File: config.mk
export PLATFORM = sky130hd
export DESIGN_NAME = i2c_cfg_top
export DESIGN_NICKNAME = d
export VERILOG_FILES = /design/src/cfg_pkg.sv /design/src/cfg_table.sv /design/src/bus_bit_engine.sv /design/src/cfg_sequencer.sv /design/src/i2c_cfg_top.sv
export SDC_FILE = /design/constraint.sdc
export NUM_CORES = 1
export LEC_CHECK = 0
export ABC_AREA = 1
export BUFFER_PORTS_ARGS = -buffer_cell sky130_fd_sc_hd__buf_4
export CORE_UTILIZATION = 54
export DETAILED_ROUTE_END_ITERATION = 6
export PLACE_DENSITY = 0.7
export RECOVER_POWER = 100
export SYNTH_ARGS = -nofsm -noshare
export SYNTH_HDL_FRONTEND = slang
export SYNTH_HIERARCHICAL = 1
export SYNTH_SLANG_ARGS = --single-unit
File: constraint.sdc
create_clock -name clk -period 2.5 [get_ports clk]
set_input_delay 0.125 -clock clk [delete_from_list [all_inputs] [get_ports clk]]
set_output_delay 0.125 -clock clk [all_outputs]
set_load 0.1 [all_outputs]
File: src/cfg_pkg.sv
// --------------------------------------------------------------------------
// shared timing, frame layout and table for the HDMI transmitter setup
// the bus is write only; acknowledge slots are released and never sampled
// timing assumes a 200 MHz clk; change clk_rate_mhz for other clocks
// frames are left aligned in cfg_frame_u and shifted out MSB first
// --------------------------------------------------------------------------
`default_nettype none

package cfg_pkg;

   // bus timing
   localparam int clk_rate_mhz  = 200;
   localparam int scl_period_ns = 2500;
   localparam int phase_cycles  = clk_rate_mhz * scl_period_ns / 2000;  // half SCL period
   localparam int phase_cnt_w   = $clog2(phase_cycles + 1);

   // sized compare values for the phase counter
   localparam logic [phase_cnt_w-1:0] phase_cnt_max = phase_cnt_w'(phase_cycles);
   localparam logic [phase_cnt_w-1:0] phase_cnt_mid = phase_cnt_w'(phase_cycles / 2);

   // frame layout
   localparam int frame_w        = 28;  // addr, rw, ack, reg, ack, data, ack, stop
   localparam int switch_frame_w = 19;  // addr, rw, ack, mask, ack, stop
   localparam int frame_len_w    = 5;
   localparam int num_frames     = 19;  // switch frame plus 18 register writes
   localparam int frame_idx_w    = 5;

   localparam logic [frame_len_w-1:0] frame_len        = frame_len_w'(frame_w);
   localparam logic [frame_len_w-1:0] switch_frame_len = frame_len_w'(switch_frame_w);
   localparam logic [frame_idx_w-1:0] last_frame_idx   = frame_idx_w'(num_frames - 1);

   // device addresses
   localparam logic [6:0] switch_addr         = 7'h74;
   localparam logic [7:0] switch_channel_mask = 8'h20;  // HDMI channel of the bus switch
   localparam logic [6:0] xmtr_addr           = 7'h39;

   // transmitter register table, written in this order
   localparam logic [7:0] cfg_reg_addr [18] = '{
      8'h41,  // power control
      8'h0B,  // spdif
      8'h14,  // audio word length
      8'h15,  // input video format
      8'h16,  // color depth and input edge
      8'h17,  // sync polarity
      8'h3C,  // VIC
      8'h0A,  // audio select
      8'h55,  // output format
      8'h73,  // audio channels
      8'h9D,  // pixel clock divide
      8'hAF,  // HDMI mode, no HDCP
      8'hD7,
      8'hD8,
      8'hD9,
      8'hDA,
      8'hDB,
      8'hF9   // fixed bus address
   };

   localparam logic [7:0] cfg_reg_data [18] = '{
      8'h10,  // powered up
      8'hC7,
      8'h02,
      8'h00,  // 24 bit RGB 4:4:4
      8'h32,
      8'h60,
      8'h02,
      8'h10,
      8'h00,  // RGB out
      8'h01,  // two channels
      8'h60,
      8'h06,
      8'h04,
      8'h03,
      8'hE0,
      8'h24,
      8'h06,
      8'h00
   };

   // one register write as it goes on the wire
   typedef struct packed {
      logic [6:0] dev_addr;
      logic       rw;
      logic       ack0;
      logic [7:0] reg_addr;
      logic       ack1;
      logic [7:0] data;
      logic       ack2;
      logic       stop;
   } cfg_frame_s;

   // built by fields, shifted out as flat bits
   typedef union packed {
      cfg_frame_s         fields;
      logic [frame_w-1:0] bits;
   } cfg_frame_u;

   typedef enum logic [2:0] {
      ph_idle,   // both lines high
      ph_start,  // sda low with scl high
      ph_low,    // scl low
      ph_setup,  // scl low, sda takes next bit
      ph_high    // scl high
   } bus_phase_t;

endpackage

`default_nettype wire

File: src/cfg_table.sv
// --------------------------------------------------------------------------
// frame builder, purely combinational
// index 0 is the bus switch frame, 1 to 18 the transmitter writes
// indices past the last frame are never requested
// --------------------------------------------------------------------------
`timescale 1ns/1ps
`default_nettype none

module cfg_table (
   input  logic [cfg_pkg::frame_idx_w-1:0] frame_idx,
   output cfg_pkg::cfg_frame_u             frame,
   output logic [cfg_pkg::frame_len_w-1:0] frame_bits
);

   logic [cfg_pkg::frame_idx_w-1:0] entry;  // table row for register frames

   assign entry = frame_idx - 1'b1;

   always_comb begin
      frame      = '0;
      frame_bits = cfg_pkg::frame_len;
      if (frame_idx == '0) begin
         // switch frame, left aligned
         frame.fields.dev_addr = cfg_pkg::switch_addr;
         frame.fields.rw       = 1'b0;                          // write
         frame.fields.ack0     = 1'b1;                          // line released
         frame.fields.reg_addr = cfg_pkg::switch_channel_mask;
         frame.fields.ack1     = 1'b1;
         frame.fields.data[7]  = 1'b0;                          // stop bit slot
         frame_bits            = cfg_pkg::switch_frame_len;
      end else begin
         frame.fields.dev_addr = cfg_pkg::xmtr_addr;
         frame.fields.rw       = 1'b0;
         frame.fields.ack0     = 1'b1;
         frame.fields.reg_addr = cfg_pkg::cfg_reg_addr[entry];
         frame.fields.ack1     = 1'b1;
         frame.fields.data     = cfg_pkg::cfg_reg_data[entry];
         frame.fields.ack2     = 1'b1;
         frame.fields.stop     = 1'b0;  // low so the stop rise shows
      end
   end

endmodule

`default_nettype wire

File: src/bus_bit_engine.sv
// --------------------------------------------------------------------------
// SDA/SCL line registers and frame shifter
// a new frame is taken every clock of ph_idle, so it must be stable there
// line outputs lag the bus phase by one clock
// frames are assumed longer than one bit
// --------------------------------------------------------------------------
`timescale 1ns/1ps
`default_nettype none

module bus_bit_engine (
   input  logic                            clk,
   input  logic                            rst,
   input  cfg_pkg::bus_phase_t             bus_phase,
   input  logic                            phase_end,
   input  logic                            phase_mid,
   input  cfg_pkg::cfg_frame_u             frame,
   input  logic [cfg_pkg::frame_len_w-1:0] frame_bits,
   output logic                            frame_last,
   output logic                            scl,
   output logic                            sda
);

   logic [cfg_pkg::frame_w-1:0]     shreg;    // msb is the bit on the bus
   logic [cfg_pkg::frame_len_w-1:0] len_q;
   logic [cfg_pkg::frame_len_w-1:0] bit_cnt;  // bits already clocked out
   logic                            load;
   logic                            shift;

   assign load  = (bus_phase == cfg_pkg::ph_idle);
   assign shift = (bus_phase == cfg_pkg::ph_high) && phase_end;  // after scl high

   // frame payload
   always_ff @(posedge clk) begin
      if (load) begin
         shreg <= frame.bits;
         len_q <= frame_bits;
      end else if (shift) begin
         shreg <= {shreg[cfg_pkg::frame_w-2:0], 1'b0};
      end
   end

   always_ff @(posedge clk or posedge rst) begin
      if (rst) begin
         bit_cnt    <= '0;
         frame_last <= 1'b0;
      end else if (load) begin
         bit_cnt    <= '0;
         frame_last <= 1'b0;
      end else if (shift) begin
         bit_cnt    <= bit_cnt + 1'b1;
         frame_last <= (bit_cnt + 2'd2 == len_q);  // next bit is the final one
      end
   end

   // line drivers
   always_ff @(posedge clk or posedge rst) begin
      if (rst) begin
         scl <= 1'b1;
         sda <= 1'b1;
      end else begin
         case (bus_phase)
            cfg_pkg::ph_idle: begin
               scl <= 1'b1;
               sda <= 1'b1;
            end
            cfg_pkg::ph_start: begin
               scl <= 1'b1;
               sda <= 1'b0;  // start condition
            end
            cfg_pkg::ph_low: begin
               scl <= 1'b0;
            end
            cfg_pkg::ph_setup: begin
               scl <= 1'b0;
               sda <= shreg[cfg_pkg::frame_w-1];
            end
            cfg_pkg::ph_high: begin
               scl <= 1'b1;
               if (phase_mid && frame_last)
                  sda <= 1'b1;  // stop, mid scl high
            end
            default: begin
               scl <= 1'b1;
               sda <= 1'b1;
            end
         endcase
      end
   end

   // counter must stay inside the loaded frame after each shift
   a_bit_cnt_range : assert property (@(posedge clk) disable iff (rst)
      shift |=> (bit_cnt <= frame_bits))
      else $error("bit counter %0d past frame length %0d", bit_cnt, frame_bits);

endmodule

`default_nettype wire

File: src/cfg_sequencer.sv
// --------------------------------------------------------------------------
// phase timer and frame level FSM
// every phase lasts phase_cycles + 1 clocks, the timer holds in st_done
// runs once after reset, restart only by reset
// --------------------------------------------------------------------------
`timescale 1ns/1ps
`default_nettype none

module cfg_sequencer (
   input  logic                            clk,
   input  logic                            rst,
   input  logic                            frame_last,
   output cfg_pkg::bus_phase_t             bus_phase,
   output logic                            phase_end,
   output logic                            phase_mid,
   output logic [cfg_pkg::frame_idx_w-1:0] frame_idx,
   output logic                            done
);

   typedef enum logic [2:0] {
      st_init,
      st_start,
      st_clk_fall,
      st_setup,
      st_clk_rise,
      st_wait,
      st_done
   } seq_state_t;

   seq_state_t                      state;
   seq_state_t                      state_nxt;
   logic [cfg_pkg::phase_cnt_w-1:0] phase_cnt;
   logic                            last_frame;

   assign phase_end  = (phase_cnt == cfg_pkg::phase_cnt_max);
   assign phase_mid  = (phase_cnt == cfg_pkg::phase_cnt_mid);
   assign last_frame = (frame_idx == cfg_pkg::last_frame_idx);

   always_ff @(posedge clk or posedge rst) begin
      if (rst)
         phase_cnt <= '0;
      else if (phase_end || state == st_done)
         phase_cnt <= '0;
      else
         phase_cnt <= phase_cnt + 1'b1;
   end

   always_ff @(posedge clk or posedge rst) begin
      if (rst)
         state <= st_init;
      else
         state <= state_nxt;
   end

   // all moves happen on the last clock of a phase
   always_comb begin
      state_nxt = state;
      if (phase_end) begin
         case (state)
            st_init:     state_nxt = st_start;
            st_start:    state_nxt = st_clk_fall;
            st_clk_fall: state_nxt = st_setup;
            st_setup:    state_nxt = st_clk_rise;
            st_clk_rise: state_nxt = frame_last ? st_wait : st_clk_fall;
            st_wait:     state_nxt = last_frame ? st_done : st_init;
            st_done:     state_nxt = st_done;
            default:     state_nxt = st_done;
         endcase
      end
   end

   always_comb begin
      case (state)
         st_start:    bus_phase = cfg_pkg::ph_start;
         st_clk_fall: bus_phase = cfg_pkg::ph_low;
         st_setup:    bus_phase = cfg_pkg::ph_setup;
         st_clk_rise: bus_phase = cfg_pkg::ph_high;
         default:     bus_phase = cfg_pkg::ph_idle;  // init, wait, done
      endcase
   end

   // next frame shows up while still in ph_idle
   always_ff @(posedge clk or posedge rst) begin
      if (rst)
         frame_idx <= '0;
      else if (state == st_wait && phase_end && !last_frame)
         frame_idx <= frame_idx + 1'b1;
   end

   always_ff @(posedge clk or posedge rst) begin
      if (rst)
         done <= 1'b0;
      else
         done <= (state == st_done);
   end

   a_done_sticky : assert property (@(posedge clk) disable iff (rst)
      done |=> done)
      else $error("done fell before reset");

   a_frame_idx_range : assert property (@(posedge clk) disable iff (rst)
      frame_idx <= cfg_pkg::last_frame_idx)
      else $error("frame index %0d out of range", frame_idx);

endmodule

`default_nettype wire

File: src/i2c_cfg_top.sv
// --------------------------------------------------------------------------
// power up setup master for the HDMI transmitter
// scl and sda are push pull here, an open drain pad goes outside
// done stays high until the next reset
// --------------------------------------------------------------------------
`timescale 1ns/1ps
`default_nettype none

module i2c_cfg_top (
   input  logic clk,
   input  logic rst,
   output logic scl,
   output logic sda,
   output logic done
);

   cfg_pkg::bus_phase_t             bus_phase;
   cfg_pkg::cfg_frame_u             frame;
   logic                            phase_end;
   logic                            phase_mid;
   logic                            frame_last;
   logic [cfg_pkg::frame_idx_w-1:0] frame_idx;
   logic [cfg_pkg::frame_len_w-1:0] frame_bits;

   cfg_sequencer u_cfg_sequencer (
      .clk        (clk),
      .rst        (rst),
      .frame_last (frame_last),
      .bus_phase  (bus_phase),
      .phase_end  (phase_end),
      .phase_mid  (phase_mid),
      .frame_idx  (frame_idx),
      .done       (done)
   );

   cfg_table u_cfg_table (
      .frame_idx  (frame_idx),
      .frame      (frame),
      .frame_bits (frame_bits)
   );

   bus_bit_engine u_bus_bit_engine (
      .clk        (clk),
      .rst        (rst),
      .bus_phase  (bus_phase),
      .phase_end  (phase_end),
      .phase_mid  (phase_mid),
      .frame      (frame),
      .frame_bits (frame_bits),
      .frame_last (frame_last),
      .scl        (scl),
      .sda        (sda)
   );

endmodule

`default_nettype wire

# Word level (Yosys, flattened, before mapping)
# Memories as Yosys holds them, arrays and structs flattened.
# Index checks and enable logic that the tools add are counted.
# word_totals
mem_count,2
out_inout_bits,3
in_bits,2
regBits,58
rom_bits,512
wordCells,68
# mem_list
memory,words,width,rd,rd_clocked_by_memory_dff,write_ports,line,text
(no name shown),32,8,1,0,0,cfg_table.sv:35,frame.fields.reg_addr = cfg_pkg::cfg_reg_addr[entry];
(no name shown),32,8,1,0,0,cfg_table.sv:37,frame.fields.data = cfg_pkg::cfg_reg_data[entry];
# classes
n_eq_ne,15
addsub,5
n_bitwise,2
n_lt_le_gt_ge,1
n_mux,21
reduce_logical,12
# op_table
operator,count
$mux 28,2
$mux 8,5
$mux 19,1
$pmux 3 s6,1
$eq 3x2->1 const B,4
$eq 3x3->1 const B,4
$pmux 3 s4,1
$add 5x1->5 const B,2
$mux 5,2
$mux 9,1
$add 8x1->8 const B,1
$eq 8x7->1 const B,1
$eq 8x8->1 const B,1
$eq 3x1->1 const B,2
$ge 6x6->1 const B,1
$logic_not 3->1,2
$mux 3,2
$not 5->6,1
$add 5x2->5 const B,1
$eq 5x5->1,1
$eq 5x5->1 const B,1
$logic_not 5->1,1
$sub 5x1->5 const B,1
$logic_and 1x1->1,4
10 further kinds,13

# Longest topological paths before layout
# Gate-level depths: netlist of the first run.
# depth
word_depth,7
mapped_depth,12
ltp_nobuf,12

# Cells and area by module
# The synthesis of the first run kept the hierarchy.
# modules_own_cells
mod,instances,cells_per_inst,seq_area_each_um2,area_each_um2
bus_bit_engine,1,208,1193.6,1959.4
cfg_sequencer,1,138,425.4,1054.8
cfg_table,1,127,0.0,748.2

# Worst setup path before layout of the first run
# Ideal clock, no wire load.
# synth_timing
kind,flip-flop to flip-flop
startpoint,register u_cfg_sequencer/frame_idx[0] in the netlist's numbering
endpoint,"register u_bus_bit_engine/shreg[4] in the netlist's numbering, data pin"
stages_incl_launch_ff,11
setup_time_ns,0.252
arrival_time_ns,1.955
path_slack_ns,0.293
synth_period_minus_slack_ns,2.207
cell_sequence,dfrtp_1 > inv_1 > ha_1 > ha_1 > buf_2 > a21oi_1 > nand3_1 > nand2_1 > a21oi_1 > nand2_1 > nand2_1
# synth_lines
item,line,text
"start, declared",cfg_sequencer.sv:16,"output logic [cfg_pkg::frame_idx_w-1:0] frame_idx,"
"start signal, assigned",cfg_sequencer.sv:87,frame_idx <= frame_idx + 1'b1;
"end signal, assigned",bus_bit_engine.sv:35,shreg <= frame.bits;
"end signal, assigned",bus_bit_engine.sv:38,"shreg <= {shreg[cfg_pkg::frame_w-2:0], 1'b0};"
"end, declared",bus_bit_engine.sv:23,logic [cfg_pkg::frame_w-1:0] shreg;

# Worst setup path after layout of the first run
# layout_timing
startpoint,register u_cfg_sequencer/phase_cnt[0] in the netlist's numbering
endpoint,register u_bus_bit_engine/shreg[6] in the netlist's numbering (enable)
# layout_via
elab_chain_cells,3
# layout_rtl
item,line,text
"start, declared",cfg_sequencer.sv:32,logic [cfg_pkg::phase_cnt_w-1:0] phase_cnt;
"start signal, assigned",cfg_sequencer.sv:45,phase_cnt <= phase_cnt + 1'b1;
$eq 8x8->1,cfg_sequencer.sv:35,assign phase_end = (phase_cnt == cfg_pkg::phase_cnt_max);
named net phase_end,i2c_cfg_top.sv:19,logic phase_end;
$logic_and 1x1->1,bus_bit_engine.sv:30,assign shift = (bus_phase == cfg_pkg::ph_high) && phase_end;
$reduce_bool 2->1 (no source line),-,
# The timed path passes the listed nets, and every way through them passes these cells.
# A chain may end at the register's enable or synchronous reset.

==> metrics.txt, run 1 <==
GPL Wtd Cong=0.999; # setup viols final=0; library cells used by synthesis=33; Synth warnings=6; TritonRoute pass-1 iters=7; Most used DFF post-synth=edfxtp_1; vias in the first global route=2,721; Post-CTS Setup Bufs=0; worst hold margin=291 ps; commonest non-fill, non-tap cell in the layout=nand2_1; crit-path max FO=30; share of cells above drive strength 1=14.0%; Post-synth EDFFs=33; R2R Setup Slk=370 ps; syn avg cell area=7.95 µm²; Hold Crit Class=input pin to async pin; CTS buffer count=9; die height=85.5 µm; Reg2Reg Depth=7; Iter 0 DRT Violations=151; Placed Area=0.00378 mm²; total power=0.00198 W; max-cap viol count=0; minimum clock period=2130 ps; GR Overflow Total=0; status=finished with violations; synth top area cells=edfxtp_1 26%, nand2_1 17%, dfrtp_1 15%; Die X=85.5 µm; Ports=5; period utilization=85.3%; # diodes=0; Synth top area share=26.3%; CTS Sinks=58; RR Endpoint=u_bus_bit_engine/shreg[6]$_DFFE_PP_; clock latency on the worst-skew pair=340 ps; Synth area leader=edfxtp_1; post-route cell area=0.00393 mm²; clk_skew=6.39 ps; DP HPWL=4970 µm; Slew headroom=22.5%; final-layout fill cell count=635; drt via density=5.12; pin count of the biggest net entering global routing=32; RSZ-0062 raised after global routing=false; Final Hold Viols=0; first-pass GRT wire length=12,300 µm; Slew @ Worst Pin=1170 ps; Pwr Density=505 mW/mm²; Final nets=495; count of pins over their slew limit=0; routed wire length=7100 µm; failing checks=DRC; clock root buffer=clkbuf_8; CP Capture Type=flop; Max clock buf depth=2; H-Tree Depth=3; Final Util=58.1%; vias=2,890; setup TNS=0 ps; hold_buf cts=1; area of the multi-input gates=0.00170 mm²; Peak supply drop=0.281 mV; Mapped Cells=473; initial antenna violation count=0; Initial Utilization=55.7%; FMAX=469 MHz; Post-Syn Area=0.00376 mm²; IO Port Bufs=4; cell leakage power=1.96 nW; critical path type=flop to flop; Die Footprint=0.00731 mm²; DRC=1; CTS resizes=0; Routed WL per cell=12.6 µm; Yosys reg bits=58; Core Rows=30; GRT Overall Usage=21.6%; total core area=0.00676 mm²; Area Growth Syn to Fin=4.36%; Sequential Area=0.00162 mm²; r2r startpoint=u_cfg_sequencer/phase_cnt[0]$_DFF_PP0_; Antenna Nets Post-Route=0; WP data arrival=2130 ps; Synth async-reset ratio=43.1%; CTS tree=yes; clk slew on worst S/H paths=70 ps; commonest non-fill, non-tap cells in the layout=171 x nand2_1, 49 x inv_1, 34 x nor2_1, 33 x edfxtp_1, 30 x nand3_1; critical path required time=2500 ps; Worst setup SP type=flop; sequential fraction of the synthesis area=43.0%
-- through the flow --
stage	instances	setup WS, ps
floorplan	480	293
global placement	547	561
detailed placement	547	474
CTS	564	456
global route	564	133
finish	564	369
-- final cells by class --
type | count | area share (%)
clock buffers | 10 | 3.25
clock inverters | 6 | 2.10
inverters | 57 | 5.45
multi-input cells | 340 | 43.2
flip-flops and latches | 58 | 41.2
well taps | 80 | 2.55
repair buffers | 13 | 2.20
-- cells by family after synthesis --
group,share of synthesized area (%)
other,0.200
buffers and inverters,11.0
XOR/XNOR,0.931
AND/OR/NAND/NOR,34.8
flip-flops,43.0
AO/OA/AOI/OAI,5.35
adder cells (fa/ha/maj),4.66
-- power by group --
group / total [W] / internal (W) / switching (W)
clock network: 0.000945 / 0.000556 / 0.000389
registers: 0.00102 / 0.00101 / 0.00000219
logic: 0.0000221 / 0.00000693 / 0.0000151
total: 0.00198 / 0.00158 / 0.000406
-- worst max-delay path: stages (launching register included) --
cell and delay [ps]:
dfrtp_1 430, inv_1 100, ha_1 150, nand3_1 200, nor2_8 240, o21ai_0 190, inv_2 70, clkbuf_4 390
-- worst max path at each step --
| stage | cells past startpoint | from | endpoint |
|---|---|---|---|
| floorplan | 10 | u_cfg_sequencer/frame_idx[0]$_DFFE_PP0P_ | u_bus_bit_engine/shreg[4]$_DFFE_PP_ |
| global placement | 12 | u_cfg_sequencer/frame_idx[1]$_DFFE_PP0P_ | u_bus_bit_engine/shreg[14]$_DFFE_PP_ |
| detailed placement | 12 | u_cfg_sequencer/frame_idx[1]$_DFFE_PP0P_ | u_bus_bit_engine/shreg[14]$_DFFE_PP_ |
| CTS | 12 | u_cfg_sequencer/frame_idx[1]$_DFFE_PP0P_ | u_bus_bit_engine/shreg[14]$_DFFE_PP_ |
| global route | 7 | u_cfg_sequencer/state[1]$_DFFE_PP0N_ | u_bus_bit_engine/shreg[12]$_DFFE_PP_ |
| finish | 7 | u_cfg_sequencer/phase_cnt[0]$_DFF_PP0_ | u_bus_bit_engine/shreg[6]$_DFFE_PP_ |
-- synthesized netlist by cell type (3+ instances only) --
master	number
nor3_1	3
xor2_1	3
buf_4	17
nand2_1	170
o21ai_2	3
nand2_4	5
dfrtp_1	23
o21ai_1	4
ha_1	14
inv_2	8
buf_6	3
nand3_2	4
o21ai_0	12
nand3_4	3
a21oi_1	11
buf_2	4
edfxtp_1	33
nor2_1	32
nor2_4	5
inv_1	49
nand3_1	27
nand2_2	18
nand4_1	8
-- per-layer routing --
metal	up-vias	part of all wire, %	global-route usage [%]
met1	1326	46	27.4
met4	0	1.5	9.09
met3	10	4.5	4.67
met5	-	0	0
met2	72	48	35.6
li1	1482	-	-
-- sequential cells by signal, summed over array words and instances (netlist names), 3 cells and up --
signal and count:
u_bus_bit_engine/bit_cnt 5, u_bus_bit_engine/len_q 5, u_bus_bit_engine/shreg 28, u_cfg_sequencer/frame_idx 5
u_cfg_sequencer/phase_cnt 8, u_cfg_sequencer/state 3
No activity file was read; power rests on OpenSTA's default activity.
==> inputs of run 2 (changes only) <==
- BUFFER_PORTS_ARGS: -buffer_cell sky130_fd_sc_hd__buf_4 -> default
- DONT_BUFFER_PORTS: default -> 1
- PLACE_DENSITY: 0.7 -> 0.69
==> run 2 against run 1 <==
The flow now finishes without violations. Register-to-register slack about the same. Clock-buffer cell count unchanged. Non-clock buffer count decreased by 4. Fmax about the same. Combinational power decreased by 5%. Flip-flop and latch count unchanged. First-iteration DRC count decreased by 18%. Cell area decreased by 1.1%. Core utilization decreased by 0.67 points.
==> metrics.txt, run 2 (synthesized netlist as in run 1, its figures left out) <==
clock power share=42.8% (-4.9 points); CP Capture Type=flop; # setup viols final=0 (unchanged); Antenna Nets Post-Route=0 (unchanged); pin count of the biggest net entering global routing=32 (unchanged); critical path required time=2490 ps (about the same); critical path type=flop to flop; die height=85.5 µm (unchanged); Pwr Density=467 mW/mm² (-7.6%); Worst Setup EP=u_bus_bit_engine/shreg[3]$_DFFE_PP_; Hold Crit Class=input pin to async pin; GRT Overall Usage=21.1% (-0.42 points); Reg2Reg Depth=7 (unchanged); Worst Setup SP=u_cfg_sequencer/phase_cnt[0]$_DFF_PP0_; Slew headroom=37.4% (+15 points); Final Hold Viols=0 (unchanged); Top reg by flops=u_bus_bit_engine/shreg; CTS buffer count=9 (unchanged); total core area=0.00676 mm² (unchanged); routed wire length=6830 µm (-3.8%); H-Tree Depth=3 (unchanged); Iter 0 DRT Violations=124 (-18%); FMAX=469 MHz (about the same); Net Sw Frac=22.5% (+2.0 points); top flop regs=u_bus_bit_engine/shreg (28), u_cfg_sequencer/phase_cnt (8); vias in the first global route=2,794 (+2.7%); grt peak-use layer=met2; clock root buffer=clkbuf_8; design internal power=0.00140 W (-11%); status=finished, final reports clean; Ports=5 (unchanged); DRC=0 (-1); # diodes=0 (unchanged); minimum clock period=2130 ps (+0.841 ps); met3 Use GR=5.74% (+1.1 points); clock latency on the worst-skew pair=340 ps (about the same); RSZ-0062 raised after global routing=false; commonest non-fill, non-tap cell in the layout=nand2_1; commonest non-fill, non-tap cells in the layout=170 x nand2_1, 49 x inv_1, 34 x nor2_1, 33 x edfxtp_1, 29 x nand3_1; CTS tree=yes; part of the power in combinational logic=1.2% (about the same); Sw Pwr=0.000408 W (+0.31%); Slew @ Worst Pin=940 ps (-228 ps); GPL Wtd Cong=0.869 (-13%); clk_skew=8.96 ps (+2.58 ps); Final nets=491 (-0.81%); initial antenna violation count=0 (unchanged); GR Util met1=26.5% (-0.95 points); Max clock buf depth=2 (unchanged); first-pass GRT wire length=12,000 µm (-2.2%); GR Overflow Total=0 (unchanged); IO Port Bufs=0 (-4); RR Endpoint=u_bus_bit_engine/shreg[3]$_DFFE_PP_; TritonRoute pass-1 iters=4 (-3); setup TNS=0 ps (unchanged); Post-Place Cells=543 (-0.73%); crit-path max FO=30 (unchanged); Routed WL per cell=12.2 µm (-3.1%); Die X=85.5 µm (unchanged); r2r startpoint=u_cfg_sequencer/phase_cnt[0]$_DFF_PP0_; final non-filler cell total=560 (-0.71%); sequential share of power=56.0% (+4.8 points); Core Rows=30 (unchanged); CTS resizes=0 (unchanged); vias=2,869 (-0.73%); CTS Sinks=58 (unchanged); DP HPWL=4670 µm (-6.0%); drt via density=5.12 (about the same); Peak supply drop=0.350 mV (+25%); Area Growth Syn to Fin=3.16%; cell leakage power=1.93 nW (-1.6%); R2R Setup Slk=370 ps (about the same); max-cap viol count=0 (unchanged); count of pins over their slew limit=0 (unchanged); clk slew on worst S/H paths=70 ps (about the same); share of cells above drive strength 1=14.0% (-0.091 points); period utilization=85.3% (about the same); Initial Utilization=55.7% (unchanged); WP data arrival=2130 ps (about the same); M2 GR Usage=34.0% (-1.7 points); Die Footprint=0.00731 mm² (unchanged); Worst setup SP type=flop; max reg flops=28 (unchanged)
==> run 2: worst min path at each step <==
| stage | from | end | slack [ps] | cells after the start |
|---|---|---|---|---|
| after CTS | rst | u_bus_bit_engine/bit_cnt[2]$_DFFE_PP0P_ | 190 | 2 |
| after global routing | rst | u_bus_bit_engine/bit_cnt[2]$_DFFE_PP0P_ | 210 | 2 |
| final | rst | u_bus_bit_engine/bit_cnt[2]$_DFFE_PP0P_ | 200 | 2 |
| after global placement | rst | u_bus_bit_engine/frame_last$_DFFE_PP0P_ | -20 | 1 |
| after detailed placement | rst | u_bus_bit_engine/bit_cnt[0]$_DFFE_PP0P_ | -10 | 1 |
| after floorplan | rst | u_bus_bit_engine/bit_cnt[0]$_DFFE_PP0P_ | -60 | 1 |
==> run 2: power groups by stage <==
stage	registers [W]	logic, W	clock network, W
6_report	0.00102	0.0000209	0.000776
2_1_floorplan	0.00103	0.0000264	0
3_3_place_gp	0.00104	0.0000194	0
3_5_place_dp	0.00104	0.0000200	0
5_1_grt	0.00102	0.0000256	0.000846
4_1_cts	0.00102	0.0000214	0.000805
==> run 2: routing by layer <==
layer | up-vias | routed length [µm]
li1 | 1479 | -
met1 | 1321 | 3250
met2 | 59 | 3190
met3 | 10 | 277
met4 | 0 | 108
met5 | - | 0
==> run 2: through the flow <==
stage	hold WS (ps)	setup WS [ps]	area [µm²]	util, %	power (W)
floorplan	-60.8	293	3790	-	0.00106
global placement	-16.2	552	3750	55.5	0.00105
detailed placement	-10.9	500	3750	55.5	0.00106
CTS	191	490	3940	58.3	0.00184
global route	210	167	3880	57.4	0.00189
finish	195	368	3880	57.4	0.00181
==> run 2: worst max-delay path: stages (launching register included) <==
cell and delay (ps):
dfrtp_1 420, inv_1 90, ha_1 150, nand3_1 200, nor2_8 250, o21ai_0 210, inv_2 80, buf_4 350
==> run 2: timing repair <==
item / 4_1_cts / 5_1_grt
hold endpoints to repair: 25 / 0
buffers inserted: 0 / 0
hold buffers: 1 / 0
==> run 2: layout make-up <==
cell class              count  area (µm²)
multi-input cells         340        1700
repair buffers              9        66.3
clock inverters             6        41.3
fillers                   617        2880
well taps                  80         100
inverters                  57         214
clock buffers              10         138
flip-flops and latches     58        1620
==> inputs of run 3 (changes only) <==
- CORE_ASPECT_RATIO: default -> 1.5
==> run 3 against run 2 <==
Global-route usage grew 0.16 points. Critical path depth increased by 1. Register-to-register slack improved by 30 ps. Core utilization increased by 1.0 points. Total power fell by 1.8%. Sequential power barely moved. Cell area shrank 0.26%. Clock skew grew 2.6 ps. Critical endpoint is now u_bus_bit_engine/shreg[6]$_DFFE_PP_. Combinational power hardly changed. Final cell count is 0.71% lower.
==> metrics.txt, run 3 (synthesized netlist as in run 1, its figures left out) <==
status=finished, final reports clean; DP HPWL=4880 µm (+4.6%); number of cells on the critical path=8 (+1); CTS buffer count=9 (unchanged); Initial Utilization=56.8% (+1.1 points); Reg2Reg Depth=8 (+1); M2 GR Usage=35.7% (+1.8 points); Core Rows=36 (+20%); GPL Wtd Cong=0.900 (+3.6%); critical path required time=2580 ps (+90 ps); met3 Use GR=4.84% (-0.89 points); minimum clock period=2100 ps (-29.7 ps); GRT Overall Usage=21.3% (+0.16 points); Worst path max stage delay=400 ps (-20 ps); RR Endpoint=u_bus_bit_engine/shreg[6]$_DFFE_PP_; Worst Setup SP=u_cfg_sequencer/state[1]$_DFFE_PP0N_; Final Hold Viols=0 (unchanged); grt peak-use layer=met2; clk slew on worst S/H paths=70 ps (about the same); IO Port Bufs=0 (unchanged); RSZ-0062 raised after global routing=false; initial antenna violation count=0 (unchanged); Area Growth Syn to Fin=2.89%; vias=2,862 (-0.24%); WP data arrival=2180 ps (+50 ps); pin count of the biggest net entering global routing=34 (+6.3%); Pwr Density=460 mW/mm² (-1.5%); clock root buffer=clkbuf_8; routed wire length=6870 µm (+0.60%); GR Overflow Total=0 (unchanged); Ports=5 (unchanged); CP cell instances=inv_1 > nand2_1 > nor2_1 > clkbuf_1 > inv_1 > o21ai_0 > clkinv_1 > buf_12; Antenna Nets Post-Route=0 (unchanged); Final nets=491 (unchanged); critical path type=flop to flop; CP Buf/Inv Count=5 (+2); count of pins over their slew limit=0 (unchanged); Hold Crit Class=input pin to async pin; first-pass GRT wire length=12,300 µm (+2.3%); slowest CP cell=dfrtp_1; vias in the first global route=2,769 (-0.89%); period utilization=84.1% (-1.2 points); R2R Setup Slk=400 ps (+30 ps); cell leakage power=1.94 nW (+0.20%); Worst setup SP type=flop; die height=104 µm (+22%); FMAX=476 MHz (+1.4%); commonest non-fill, non-tap cell in the layout=nand2_1; Peak supply drop=0.526 mV (+50%); Slew headroom=38.0% (+0.63 points); Max clock buf depth=2 (unchanged); CTS Sinks=58 (unchanged); Die Footprint=0.00731 mm² (about the same); drt via density=5.15 (+0.47%); commonest non-fill, non-tap cells in the layout=172 x nand2_1, 49 x inv_1, 33 x nor2_1, 33 x edfxtp_1, 31 x nand3_1; Critical Path Most Common Cell=inv_1; crit-path max FO=30 (unchanged); total core area=0.00662 mm² (-2.0%); CP Capture Type=flop; total power=0.00178 W (-1.8%); setup TNS=0 ps (unchanged); # setup viols final=0 (unchanged); Slew @ Worst Pin=930 ps (-9.45 ps); max reg flops=28 (unchanged); CP top delay family=buffers and inverters; clk_skew=11.6 ps (+2.64 ps); CTS tree=yes; r2r startpoint=u_cfg_sequencer/state[1]$_DFFE_PP0N_; max-cap viol count=0 (unchanged); H-Tree Depth=3 (unchanged); Die X=70.2 µm (-18%); CTS resizes=0 (unchanged); # diodes=0 (unchanged); Routed WL per cell=12.4 µm (+1.3%); DRC=0 (unchanged); share of cells above drive strength 1=12.9% (-1.0 points); Iter 0 DRT Violations=147 (+19%); GR Util met1=25.3% (-1.2 points); Top reg by flops=u_bus_bit_engine/shreg; Worst Setup EP=u_bus_bit_engine/shreg[6]$_DFFE_PP_; clock latency on the worst-skew pair=330 ps (about the same); TritonRoute pass-1 iters=4 (unchanged); top flop regs=u_bus_bit_engine/shreg (28), u_cfg_sequencer/phase_cnt (8)
[run 3: cell count changes in the layout (fill, tap and decap cells not counted), sizes merged]
cell / before / now
clkbuf: 11 / 12
clkinv: 2 / 4
clkinvlp: 3 / 2
inv: 58 / 56
[run 3: worst register-to-register path: stages (launching register included)]
cell and delay, ps:
dfrtp_1 400, inv_1 100, nand2_1 100, nor2_1 100, clkbuf_1 340, inv_1 110
o21ai_0 300, clkinv_1 190, buf_12 200
[run 3: area by class of cell]
type,instances,area (µm²)
multi-input cells,340,1690
flip-flops and latches,58,1620
clock inverters,5,30.0
well taps,76,95.1
fillers,604,2750
clock buffers,11,141
repair buffers,9,78.8
inverters,57,214
[run 3: power breakdown]
| group | leakage [nW] | internal, W | switching (W) |
|---|---|---|---|
| Sequential | 0.695 | 0.00101 | 0.00000224 |
| Combinational | 1.16 | 0.00000608 | 0.0000147 |
| Clock | 0.0851 | 0.000381 | 0.000362 |
| Total | 1.94 | 0.00140 | 0.000379 |
[run 3: per-layer routing]
layer / wire length, µm / share of wire [%]
met5: 0 / 0
met1: 2900 / 42
met3: 170 / 2.5
met2: 3610 / 53
met4: 182 / 2.6
[run 3: worst min path at each step]
| stage | start | end | slack [ps] | depth (start not counted) |
|---|---|---|---|---|
| 2_1_floorplan | rst | u_bus_bit_engine/bit_cnt[0]$_DFFE_PP0P_ | -60 | 1 |
| 4_1_cts | rst | u_bus_bit_engine/bit_cnt[1]$_DFFE_PP0P_ | 190 | 2 |
| 3_3_place_gp | rst | u_bus_bit_engine/frame_last$_DFFE_PP0P_ | -30 | 1 |
| 5_1_grt | rst | u_bus_bit_engine/bit_cnt[1]$_DFFE_PP0P_ | 190 | 2 |
| 3_5_place_dp | rst | u_bus_bit_engine/frame_last$_DFFE_PP0P_ | -20 | 1 |
| 6_report | rst | u_bus_bit_engine/bit_cnt[1]$_DFFE_PP0P_ | 200 | 2 |
[run 3: repair_timing]
item	4_1_cts	5_1_grt
hold endpoints to repair	25	0
setup endpoints to repair	0	0
setup buffers	0	0
hold buffers	1	0
[run 3: per-stage QoR]
| stage | cell area (µm²) | hold WS, ps | utilization [%] | setup slack (ps) | instances |
|---|---|---|---|---|---|
| 2_1_floorplan | 3790 | -60.8 | - | 293 | 480 |
| 3_3_place_gp | 3750 | -26.3 | 56.7 | 550 | 539 |
| 3_5_place_dp | 3750 | -20.5 | 56.7 | 474 | 539 |
| 4_1_cts | 3940 | 191 | 59.4 | 458 | 556 |
| 5_1_grt | 3870 | 193 | 58.5 | 171 | 556 |
| 6_report | 3870 | 196 | 58.5 | 398 | 556 |
